$ cat config.mk
export PLATFORM = sky130hd
export DESIGN_NAME = accel_core_top
export DESIGN_NICKNAME = d
export VERILOG_FILES = /design/src/source/accel_core_pkg.sv /design/src/source/accel_ifs.sv /design/src/source/job_buffer_bank.sv /design/src/source/mul_controller.sv /design/src/source/mac_unit.sv /design/src/source/result_sender.sv /design/src/source/accel_core_top.sv
export SDC_FILE = /design/constraint.sdc
export NUM_CORES = 1
export LEC_CHECK = 0
export ABC_AREA = 1
export BUFFER_PORTS_ARGS = -buffer_cell sky130_fd_sc_hd__buf_4
export CORE_MARGIN = 2
export CORE_UTILIZATION = 45
export DETAILED_ROUTE_END_ITERATION = 10
export PLACE_DENSITY = 0.71
export SLEW_MARGIN = 25
export SYNTH_ARGS = -nofsm -noshare
export SYNTH_HDL_FRONTEND = slang
export SYNTH_SLANG_ARGS = --single-unit
$ cat constraint.sdc
create_clock -name Clock -period 5.6 [get_ports Clock]
set_input_delay 0 -clock Clock [delete_from_list [all_inputs] [get_ports Clock]]
set_output_delay 0 -clock Clock [all_outputs]
set_load 0.005 [all_outputs]
$ cat src/source/accel_core_pkg.sv
package accel_core_pkg;

    // Pairs per job
    localparam int VEC_LEN = 4;

    // Job buffers, also the load credits upstream holds after reset
    localparam int NUM_BUFS = 3;

    // Result slots downstream grants after reset
    localparam int RES_CREDITS = 2;

    typedef logic signed [7:0] t_act;
    typedef logic signed [7:0] t_wgt;
    typedef logic [5:0] t_tag;

    // Four products of magnitude up to 2^14 need 17 bits plus sign
    typedef logic signed [17:0] t_sum;

    // Pair position inside one job
    typedef logic [1:0] t_addr;

    // Buffer number, 0 to NUM_BUFS-1
    typedef logic [1:0] t_buf_idx;

    // Result credit counter
    typedef logic [2:0] t_credit;

    typedef enum logic [1:0] {
        FREE,
        W1,
        W2,
        W3
    } t_buffer_sel;

endpackage

$ cat src/source/accel_ifs.sv
`timescale 1ns/100ps

// Read port from a MAC unit into the job buffer bank
interface buf_rd_if import accel_core_pkg::*; ();
    t_buffer_sel sel;
    t_addr       addr;
    t_act        act;
    t_wgt        wgt;
    t_tag        tag;

    modport bank (input sel, input addr, output act, output wgt, output tag);
    modport mac (output sel, output addr, input act, input wgt, input tag);
endinterface

// Finished result waiting in a MAC unit
interface mac_res_if import accel_core_pkg::*; ();
    logic valid;
    t_tag tag;
    t_sum sum;
    logic take;

    modport mac (output valid, output tag, output sum, input take);
    modport sender (input valid, input tag, input sum, output take);
endinterface

$ cat src/source/job_buffer_bank.sv
`timescale 1ns/100ps

module job_buffer_bank import accel_core_pkg::*; (
    input  logic                Clock,
    input  logic                rst,
    input  logic                load_valid,
    input  t_act                load_act,
    input  t_wgt                load_wgt,
    input  t_tag                load_tag,
    buf_rd_if.bank              rd_a,
    buf_rd_if.bank              rd_b,
    output logic [NUM_BUFS-1:0] filled,
    input  logic [NUM_BUFS-1:0] release_buf,
    output logic                load_credit
);

    t_act act_mem [NUM_BUFS][VEC_LEN];
    t_wgt wgt_mem [NUM_BUFS][VEC_LEN];
    t_tag tag_mem [NUM_BUFS];

    t_addr    word_cnt;
    t_buf_idx wr_idx;
    t_buf_idx free_idx;
    t_buf_idx cur_idx;
    t_buf_idx rd_a_idx;
    t_buf_idx rd_b_idx;
    logic     last_word;

    function automatic t_buf_idx sel_to_idx(t_buffer_sel s);
        case (s)
            W2:      return t_buf_idx'(1);
            W3:      return t_buf_idx'(2);
            default: return t_buf_idx'(0);
        endcase
    endfunction

    // Lowest numbered buffer without a complete job in it
    always_comb begin
        free_idx = '0;
        for (int i = NUM_BUFS - 1; i >= 0; i--) begin
            if (!filled[i]) begin
                free_idx = t_buf_idx'(i);
            end
        end
    end

    // A new job picks its buffer on the first word, later words follow wr_idx
    assign cur_idx   = (word_cnt == '0) ? free_idx : wr_idx;
    assign last_word = load_valid && (word_cnt == t_addr'(VEC_LEN - 1));

    always_ff @(posedge Clock) begin
        if (load_valid) begin
            act_mem[cur_idx][word_cnt] <= load_act;
            wgt_mem[cur_idx][word_cnt] <= load_wgt;
            if (word_cnt == '0) begin
                tag_mem[cur_idx] <= load_tag;
            end
        end
    end

    always_ff @(posedge Clock) begin
        if (rst) begin
            word_cnt    <= '0;
            wr_idx      <= '0;
            filled      <= '0;
            load_credit <= 1'b0;
        end else begin
            // At most one buffer is released per cycle
            load_credit <= |release_buf;
            filled      <= (filled & ~release_buf) |
                           (last_word ? (NUM_BUFS'(1) << cur_idx) : '0);
            if (load_valid) begin
                word_cnt <= last_word ? '0 : word_cnt + t_addr'(1);
                if (word_cnt == '0) begin
                    wr_idx <= free_idx;
                end
            end
        end
    end

    assign rd_a_idx = sel_to_idx(rd_a.sel);
    assign rd_b_idx = sel_to_idx(rd_b.sel);

    assign rd_a.act = act_mem[rd_a_idx][rd_a.addr];
    assign rd_a.wgt = wgt_mem[rd_a_idx][rd_a.addr];
    assign rd_a.tag = tag_mem[rd_a_idx];

    assign rd_b.act = act_mem[rd_b_idx][rd_b.addr];
    assign rd_b.wgt = wgt_mem[rd_b_idx][rd_b.addr];
    assign rd_b.tag = tag_mem[rd_b_idx];

endmodule

$ cat src/source/mul_controller.sv
`timescale 1ns/100ps

module mul_controller import accel_core_pkg::*; (
    input  logic                Clock,
    input  logic                rst,
    input  logic [NUM_BUFS-1:0] filled,
    output logic [NUM_BUFS-1:0] release_buf,
    output logic                start_a,
    output t_buffer_sel         sel_a,
    input  logic                done_a,
    output logic                start_b,
    output t_buffer_sel         sel_b,
    input  logic                done_b
);

    logic [NUM_BUFS-1:0] avail;
    logic [NUM_BUFS-1:0] rel_next;
    t_buffer_sel         next_a;
    t_buffer_sel         next_b;
    logic                go_a;
    logic                go_b;

    function automatic t_buffer_sel buf_of(int i);
        return t_buffer_sel'(2'(i + 1));
    endfunction

    always_comb begin
        // A buffer released last cycle still shows filled for one more cycle
        avail    = filled & ~release_buf;
        next_a   = sel_a;
        next_b   = sel_b;
        go_a     = 1'b0;
        go_b     = 1'b0;
        rel_next = '0;

        for (int i = 0; i < NUM_BUFS; i++) begin
            if (done_a && sel_a == buf_of(i)) begin
                rel_next[i] = 1'b1;
            end
            if (done_b && sel_b == buf_of(i)) begin
                rel_next[i] = 1'b1;
            end
        end
        if (done_a) begin
            next_a = FREE;
        end
        if (done_b) begin
            next_b = FREE;
        end

        // Unit a chooses first, unit b skips whatever a just took
        if (sel_a == FREE && !done_a) begin
            for (int i = 0; i < NUM_BUFS; i++) begin
                if (!go_a && avail[i] && sel_b != buf_of(i)) begin
                    next_a = buf_of(i);
                    go_a   = 1'b1;
                end
            end
        end
        if (sel_b == FREE && !done_b) begin
            for (int i = 0; i < NUM_BUFS; i++) begin
                if (!go_b && avail[i] && sel_a != buf_of(i) && next_a != buf_of(i)) begin
                    next_b = buf_of(i);
                    go_b   = 1'b1;
                end
            end
        end
    end

    always_ff @(posedge Clock) begin
        if (rst) begin
            sel_a       <= FREE;
            sel_b       <= FREE;
            start_a     <= 1'b0;
            start_b     <= 1'b0;
            release_buf <= '0;
        end else begin
            sel_a       <= next_a;
            sel_b       <= next_b;
            start_a     <= go_a;
            start_b     <= go_b;
            release_buf <= rel_next;
        end
    end

endmodule

$ cat src/source/mac_unit.sv
`timescale 1ns/100ps

module mac_unit import accel_core_pkg::*; (
    input  logic        Clock,
    input  logic        rst,
    input  logic        start,
    input  t_buffer_sel sel,
    output logic        done,
    buf_rd_if.mac       rd,
    mac_res_if.mac      res
);

    typedef enum logic [1:0] {
        IDLE,
        RUN,
        HOLD
    } t_mac_state;

    t_mac_state  state;
    t_buffer_sel cur_sel;
    t_addr       addr;
    t_sum        acc;
    t_tag        tag_q;
    logic signed [$bits(t_act)+$bits(t_wgt)-1:0] prod;
    logic        last_pair;

    assign rd.sel    = cur_sel;
    assign rd.addr   = addr;
    assign prod      = rd.act * rd.wgt;
    assign last_pair = (state == RUN) && (addr == t_addr'(VEC_LEN - 1));

    assign res.valid = (state == HOLD);
    assign res.tag   = tag_q;
    assign res.sum   = acc;

    // Pulses in the cycle the sender accepts the result
    assign done = (state == HOLD) && res.take;

    always_ff @(posedge Clock) begin
        if (rst) begin
            state   <= IDLE;
            cur_sel <= FREE;
            addr    <= '0;
        end else begin
            case (state)
                IDLE: begin
                    if (start) begin
                        state   <= RUN;
                        cur_sel <= sel;
                        addr    <= '0;
                    end
                end
                RUN: begin
                    addr <= addr + t_addr'(1);
                    if (last_pair) begin
                        state <= HOLD;
                    end
                end
                HOLD: begin
                    if (res.take) begin
                        state <= IDLE;
                    end
                end
                default: state <= IDLE;
            endcase
        end
    end

    always_ff @(posedge Clock) begin
        if (start) begin
            acc <= '0;
        end else if (state == RUN) begin
            acc <= acc + t_sum'(prod);
        end
        if (last_pair) begin
            tag_q <= rd.tag;
        end
    end

endmodule

$ cat src/source/result_sender.sv
`timescale 1ns/100ps

module result_sender import accel_core_pkg::*; (
    input  logic       Clock,
    input  logic       rst,
    mac_res_if.sender  res_a,
    mac_res_if.sender  res_b,
    input  logic       res_credit,
    output logic       res_valid,
    output t_tag       res_tag,
    output t_sum       res_sum
);

    t_credit credits;
    logic    prio_b;
    logic    can_send;
    logic    pick_a;
    logic    pick_b;
    logic    sent;

    // Round robin, prio_b set after unit a was served
    assign can_send = (credits != '0);
    assign pick_a   = can_send && res_a.valid && (!res_b.valid || !prio_b);
    assign pick_b   = can_send && res_b.valid && !pick_a;
    assign sent     = pick_a || pick_b;

    assign res_a.take = pick_a;
    assign res_b.take = pick_b;

    always_ff @(posedge Clock) begin
        if (rst) begin
            credits   <= t_credit'(RES_CREDITS);
            res_valid <= 1'b0;
            prio_b    <= 1'b0;
        end else begin
            credits   <= credits + t_credit'(res_credit) - t_credit'(sent);
            res_valid <= sent;
            if (pick_a) begin
                prio_b <= 1'b1;
            end else if (pick_b) begin
                prio_b <= 1'b0;
            end
        end
    end

    always_ff @(posedge Clock) begin
        if (pick_a) begin
            res_tag <= res_a.tag;
            res_sum <= res_a.sum;
        end else if (pick_b) begin
            res_tag <= res_b.tag;
            res_sum <= res_b.sum;
        end
    end

endmodule

$ cat src/source/accel_core_top.sv
`timescale 1ns/100ps

module accel_core_top import accel_core_pkg::*; (
    input  logic Clock,
    input  logic rst,
    input  logic load_valid,
    input  t_act load_act,
    input  t_wgt load_wgt,
    input  t_tag load_tag,
    output logic load_credit,
    output logic res_valid,
    output t_tag res_tag,
    output t_sum res_sum,
    input  logic res_credit
);

    logic [NUM_BUFS-1:0] filled;
    logic [NUM_BUFS-1:0] release_buf;
    logic                start_a;
    logic                start_b;
    t_buffer_sel         sel_a;
    t_buffer_sel         sel_b;
    logic                done_a;
    logic                done_b;

    buf_rd_if  rd_a ();
    buf_rd_if  rd_b ();
    mac_res_if res_a ();
    mac_res_if res_b ();

    job_buffer_bank i_bank (
        .Clock       (Clock),
        .rst         (rst),
        .load_valid  (load_valid),
        .load_act    (load_act),
        .load_wgt    (load_wgt),
        .load_tag    (load_tag),
        .rd_a        (rd_a.bank),
        .rd_b        (rd_b.bank),
        .filled      (filled),
        .release_buf (release_buf),
        .load_credit (load_credit)
    );

    mul_controller i_ctrl (
        .Clock       (Clock),
        .rst         (rst),
        .filled      (filled),
        .release_buf (release_buf),
        .start_a     (start_a),
        .sel_a       (sel_a),
        .done_a      (done_a),
        .start_b     (start_b),
        .sel_b       (sel_b),
        .done_b      (done_b)
    );

    mac_unit i_mac_a (
        .Clock (Clock),
        .rst   (rst),
        .start (start_a),
        .sel   (sel_a),
        .done  (done_a),
        .rd    (rd_a.mac),
        .res   (res_a.mac)
    );

    mac_unit i_mac_b (
        .Clock (Clock),
        .rst   (rst),
        .start (start_b),
        .sel   (sel_b),
        .done  (done_b),
        .rd    (rd_b.mac),
        .res   (res_b.mac)
    );

    result_sender i_sender (
        .Clock      (Clock),
        .rst        (rst),
        .res_a      (res_a.sender),
        .res_b      (res_b.sender),
        .res_credit (res_credit),
        .res_valid  (res_valid),
        .res_tag    (res_tag),
        .res_sum    (res_sum)
    );

endmodule

==> results.ini <==
[global_routing]
grt_start_max_net_pins = 57
total_routing_usage_gr_pct = 24.1
wire_length_of_the_first_global_routing_pass_mm = 88.6
grt_antenna_before_repair = 0
grt_overflow = 0
first_global_vias = 16300

[timing]
final_max_slew_viol_count = 0
max_slew.worst_pin.slew_ns = 1.09
report.final.setup_viol = 0
timing.final.crit_share_pct = 97.6
timing.setup.tns_ns = 0
post_route_skew_ns = 0.0348
final_period_minus_worst_setup_slack_ns = 5.47
worst_slew_margin_rel_pct = 26.8
unrepaired_setup_endpoints_after_global_routing = true
maxClockFrequency_ghz = 0.183
hold_viol_final = 0

[setup_path]
worstSetupPathType = reg2reg
crit-reg2reg-launch = i_mac_a.rd.sel[0]$_SDFFE_PP0P_
arr_time_crit_path_ns = 5.90
endpoint_kind = flip-flop
ff2ff_setup_slack_ns = 0.13
crit_path_top_delay_cell = sky130_fd_sc_hd__fa_1
cpMostUsedCell = sky130_fd_sc_hd__fa_1
worst_setup_start_kind = flip-flop
cells_along_the_critical_path = buf_4 -> nand2_8 -> buf_12 -> nor2_1 -> o311ai_1 -> nand2_2 -> nor2_2 -> buf_6 -> fa_1 -> fa_1 -> fa_1 -> fa_1 -> ha_1 -> ha_1 -> a21oi_1 -> buf_4 -> o21ai_0 -> nand2_1 -> nand3_1 -> nand2_1 -> nand3_1 -> nand2_1 -> inv_1
r2r-end = i_mac_a.res.sum[14]$_SDFFE_PP0P_
worst_reg_to_reg_path_cell_count = 23
worst-endpoint-required_ns = 6.03
crit_fanout = 11
cpPeakStageDelay_ns = 0.56

[floorplanning]
boundaryPins = 52
core_area_mm2 = 0.0451
dieArea_mm2 = 0.0472
placement_rows = 78
start_util_pct = 45.3
die_height_um = 217
dieWidth_um = 217

[worst_hold_path]
hold_path_startpoint = load_tag[3]
min_path_cells = 2
worstHoldPathType = in2reg
worst_hold_path.endpoint = i_bank.tag_mem[1][3]$_DFFE_PP_

[synth]
post-synth-top-count-cell = sky130_fd_sc_hd__inv_1
postSynthRegisterBits = 316
post_synth_inst_count = 2096
synth_nets = 2375
biggest_area_consumer_among_synthesized_cells = sky130_fd_sc_hd__edfxtp_1
async_flop_share_pct = 0
synthFlopType = sky130_fd_sc_hd__edfxtp_1
ys_top_cells_by_count = sky130_fd_sc_hd__inv_1, sky130_fd_sc_hd__nand2_1, sky130_fd_sc_hd__edfxtp_1
edff_count_synth = 246
post_synth_main_area_contributors = sky130_fd_sc_hd__edfxtp_1, sky130_fd_sc_hd__fa_1, sky130_fd_sc_hd__inv_1
syn_area_mm2 = 0.0204
number_of_unique_standard_cell_types_used_by_synthesis = 40
ys_seq_area_share_pct = 43.0
area_share_of_the_leading_cell_type_in_the_synthesized_netlist_pct = 36.1
synth_area_per_cell_um2 = 9.75
yosys_warnings = 0

[clocking]
cts-root-buf = sky130_fd_sc_hd__clkbuf_16
path_clk_slew_ns = 0.06
cts_htree_levels = 2
cts_tree = built
clock_latency_ns = 0.57
clock_tree.buffer_depth = 3
cts_sinks = 316
cts-buffers-inserted = 36

[place]
place.gp.congestion = 0.956
port_buffers = 51
dpl-instance-area_mm2 = 0.0222
dpl.hpwl_mm = 39.7

[cells_and_area]
fraction_of_final_layout_cells_with_drive_strength_greater_than_1_pct = 14.7
area_delta_synth_final_pct = 18.4
diodes = 0
num-nets-final = 2549
finish.instance_area_mm2 = 0.0242
fillerInstances = 3847

[route]
drcViolationCount = 0
vias_per_cell = 5.61
avgRoutedWirePerCell_um = 20.0
dr.first_iter.drc_count = 1825
drt-pass1-iter-count = 9
postRouteWirelength_mm = 57.8
detail-route-antenna-nets = 0
count_of_vias_placed_by_the_detailed_router = 16200

[power_and_ir_drop]
static-leakage-power_nw = 10.6
worst_vdd_drop_mv = 0.733
power-per-cell-area_mw_per_mm2 = 727

[run_status]
status = complete, no violations

[flow_run]
max-cap-violations = 0

what timing repair did:
item / CTS / global route
endpoints found under the setup margin: 0 / 20
hold buffers: 26 / 0
resized for setup: 0 / 82
buffers inserted: 0 / 17
endpoints found under the hold margin: 241 / 0
stage by stage:
| step | util, % | hold WS, ns | setup slack [ns] | cells | power (mW) |
|---|---|---|---|---|---|
| detailed placement | 49.2 | 0.199 | 0.0645 | 2782 | 14.5 |
| floorplan | - | 0.0785 | 0.264 | 2096 | 10.8 |
| global route | 53.7 | 0.197 | -0.170 | 2897 | 19.5 |
| finish | 53.7 | 0.192 | 0.134 | 2897 | 17.6 |
| global placement | 49.2 | 0.195 | 0.119 | 2782 | 14.4 |
| CTS | 52.4 | 0.188 | 0.0348 | 2873 | 16.9 |
how the worst max path moves through the flow:
stage	from	end	slack (ns)
6_report	i_mac_a.rd.sel[0]$_SDFFE_PP0P_	i_mac_a.res.sum[14]$_SDFFE_PP0P_	0.13
5_1_grt	i_mac_a.rd.sel[0]$_SDFFE_PP0P_	i_mac_a.res.sum[17]$_SDFFE_PP0P_	-0.17
2_1_floorplan	i_mac_a.rd.sel[1]$_SDFFE_PP0P_	i_mac_a.res.sum[16]$_SDFFE_PP0P_	0.26
3_3_place_gp	i_mac_a.rd.sel[1]$_SDFFE_PP0P_	i_mac_a.res.sum[13]$_SDFFE_PP0P_	0.12
4_1_cts	i_mac_a.rd.sel[1]$_SDFFE_PP0P_	i_mac_a.res.sum[17]$_SDFFE_PP0P_	0.03
3_5_place_dp	i_mac_a.rd.sel[1]$_SDFFE_PP0P_	i_mac_a.res.sum[13]$_SDFFE_PP0P_	0.06
area by class of cell:
class	instances	area (um2)	area share (%)
repair inverters	1	5.00	0.0207
clock buffers	50	1030	4.27
multi-input cells	1293	9950	41.1
flip-flops and latches	316	8800	36.3
clock inverters	15	166	0.687
well taps	600	751	3.10
inverters	410	1560	6.43
repair buffers	212	1950	8.05
registers in the layout, indices dropped and copies added, names as in the netlist, 3 cells and up:
name and flops:
i_bank.filled 3, i_mac_a.res.tag 6, i_sender.res_sum 18, i_sender.credits 3
i_bank.act_mem 96, i_mac_a.res.sum 18, i_sender.res_tag 6, i_mac_b.res.sum 18
i_mac_b.res.tag 6, i_bank.tag_mem 18, i_ctrl.release_buf 3, i_bank.wgt_mem 96
per-layer routing:
metal / up-vias / share of wire [%] / track usage (%)
li1: 7374 / - / -
met1: 7800 / 40 / 32.5
met2: 875 / 47 / 39.3
met3: 189 / 9.1 / 3.94
met4: 0 / 4.1 / 8.81
met5: - / 0 / 0
power breakdown:
part           switching [mW]  internal (mW)
clock                   0.986           1.40
sequential              0.164           2.71
combinational            6.80           5.54
total                    7.95           9.65
kinds of logic after synthesis:
group                    after synthesis  share of synthesized area [%]
AO/OA/AOI/OAI                        400                           12.8
XOR/XNOR                              21                          0.900
adder cells (fa/ha/maj)              253                           21.5
buffers and inverters                487                           9.56
flip-flops                           316                           43.0
AND/OR/NAND/NOR                      619                           12.3
cells in the final DEF (no fill, tap or decap), types with 58 or more instances in the layout:
master                     synthesis  routed
sky130_fd_sc_hd__fa_1            163     158
sky130_fd_sc_hd__o221ai_1        128     127
sky130_fd_sc_hd__nand3_1          89      88
sky130_fd_sc_hd__nand2_1         314     294
sky130_fd_sc_hd__a21oi_1         159     152
sky130_fd_sc_hd__nor2_1          186     173
sky130_fd_sc_hd__ha_1             90      85
sky130_fd_sc_hd__edfxtp_1        246     246
sky130_fd_sc_hd__dfxtp_1          70      67
sky130_fd_sc_hd__inv_1           386     380
sky130_fd_sc_hd__o21ai_0          58      58
sky130_fd_sc_hd__buf_4             5     159
critical path: cells and delay by family, from the launching register on:
family          cells  cell delay, ns
fa+ha+maj           6            2.59
simple gates        9            1.06
buf+inv             5            0.68
compound gates      3            0.66
flops               1            0.35
Note: power is estimated with default switching activity, not from simulation.
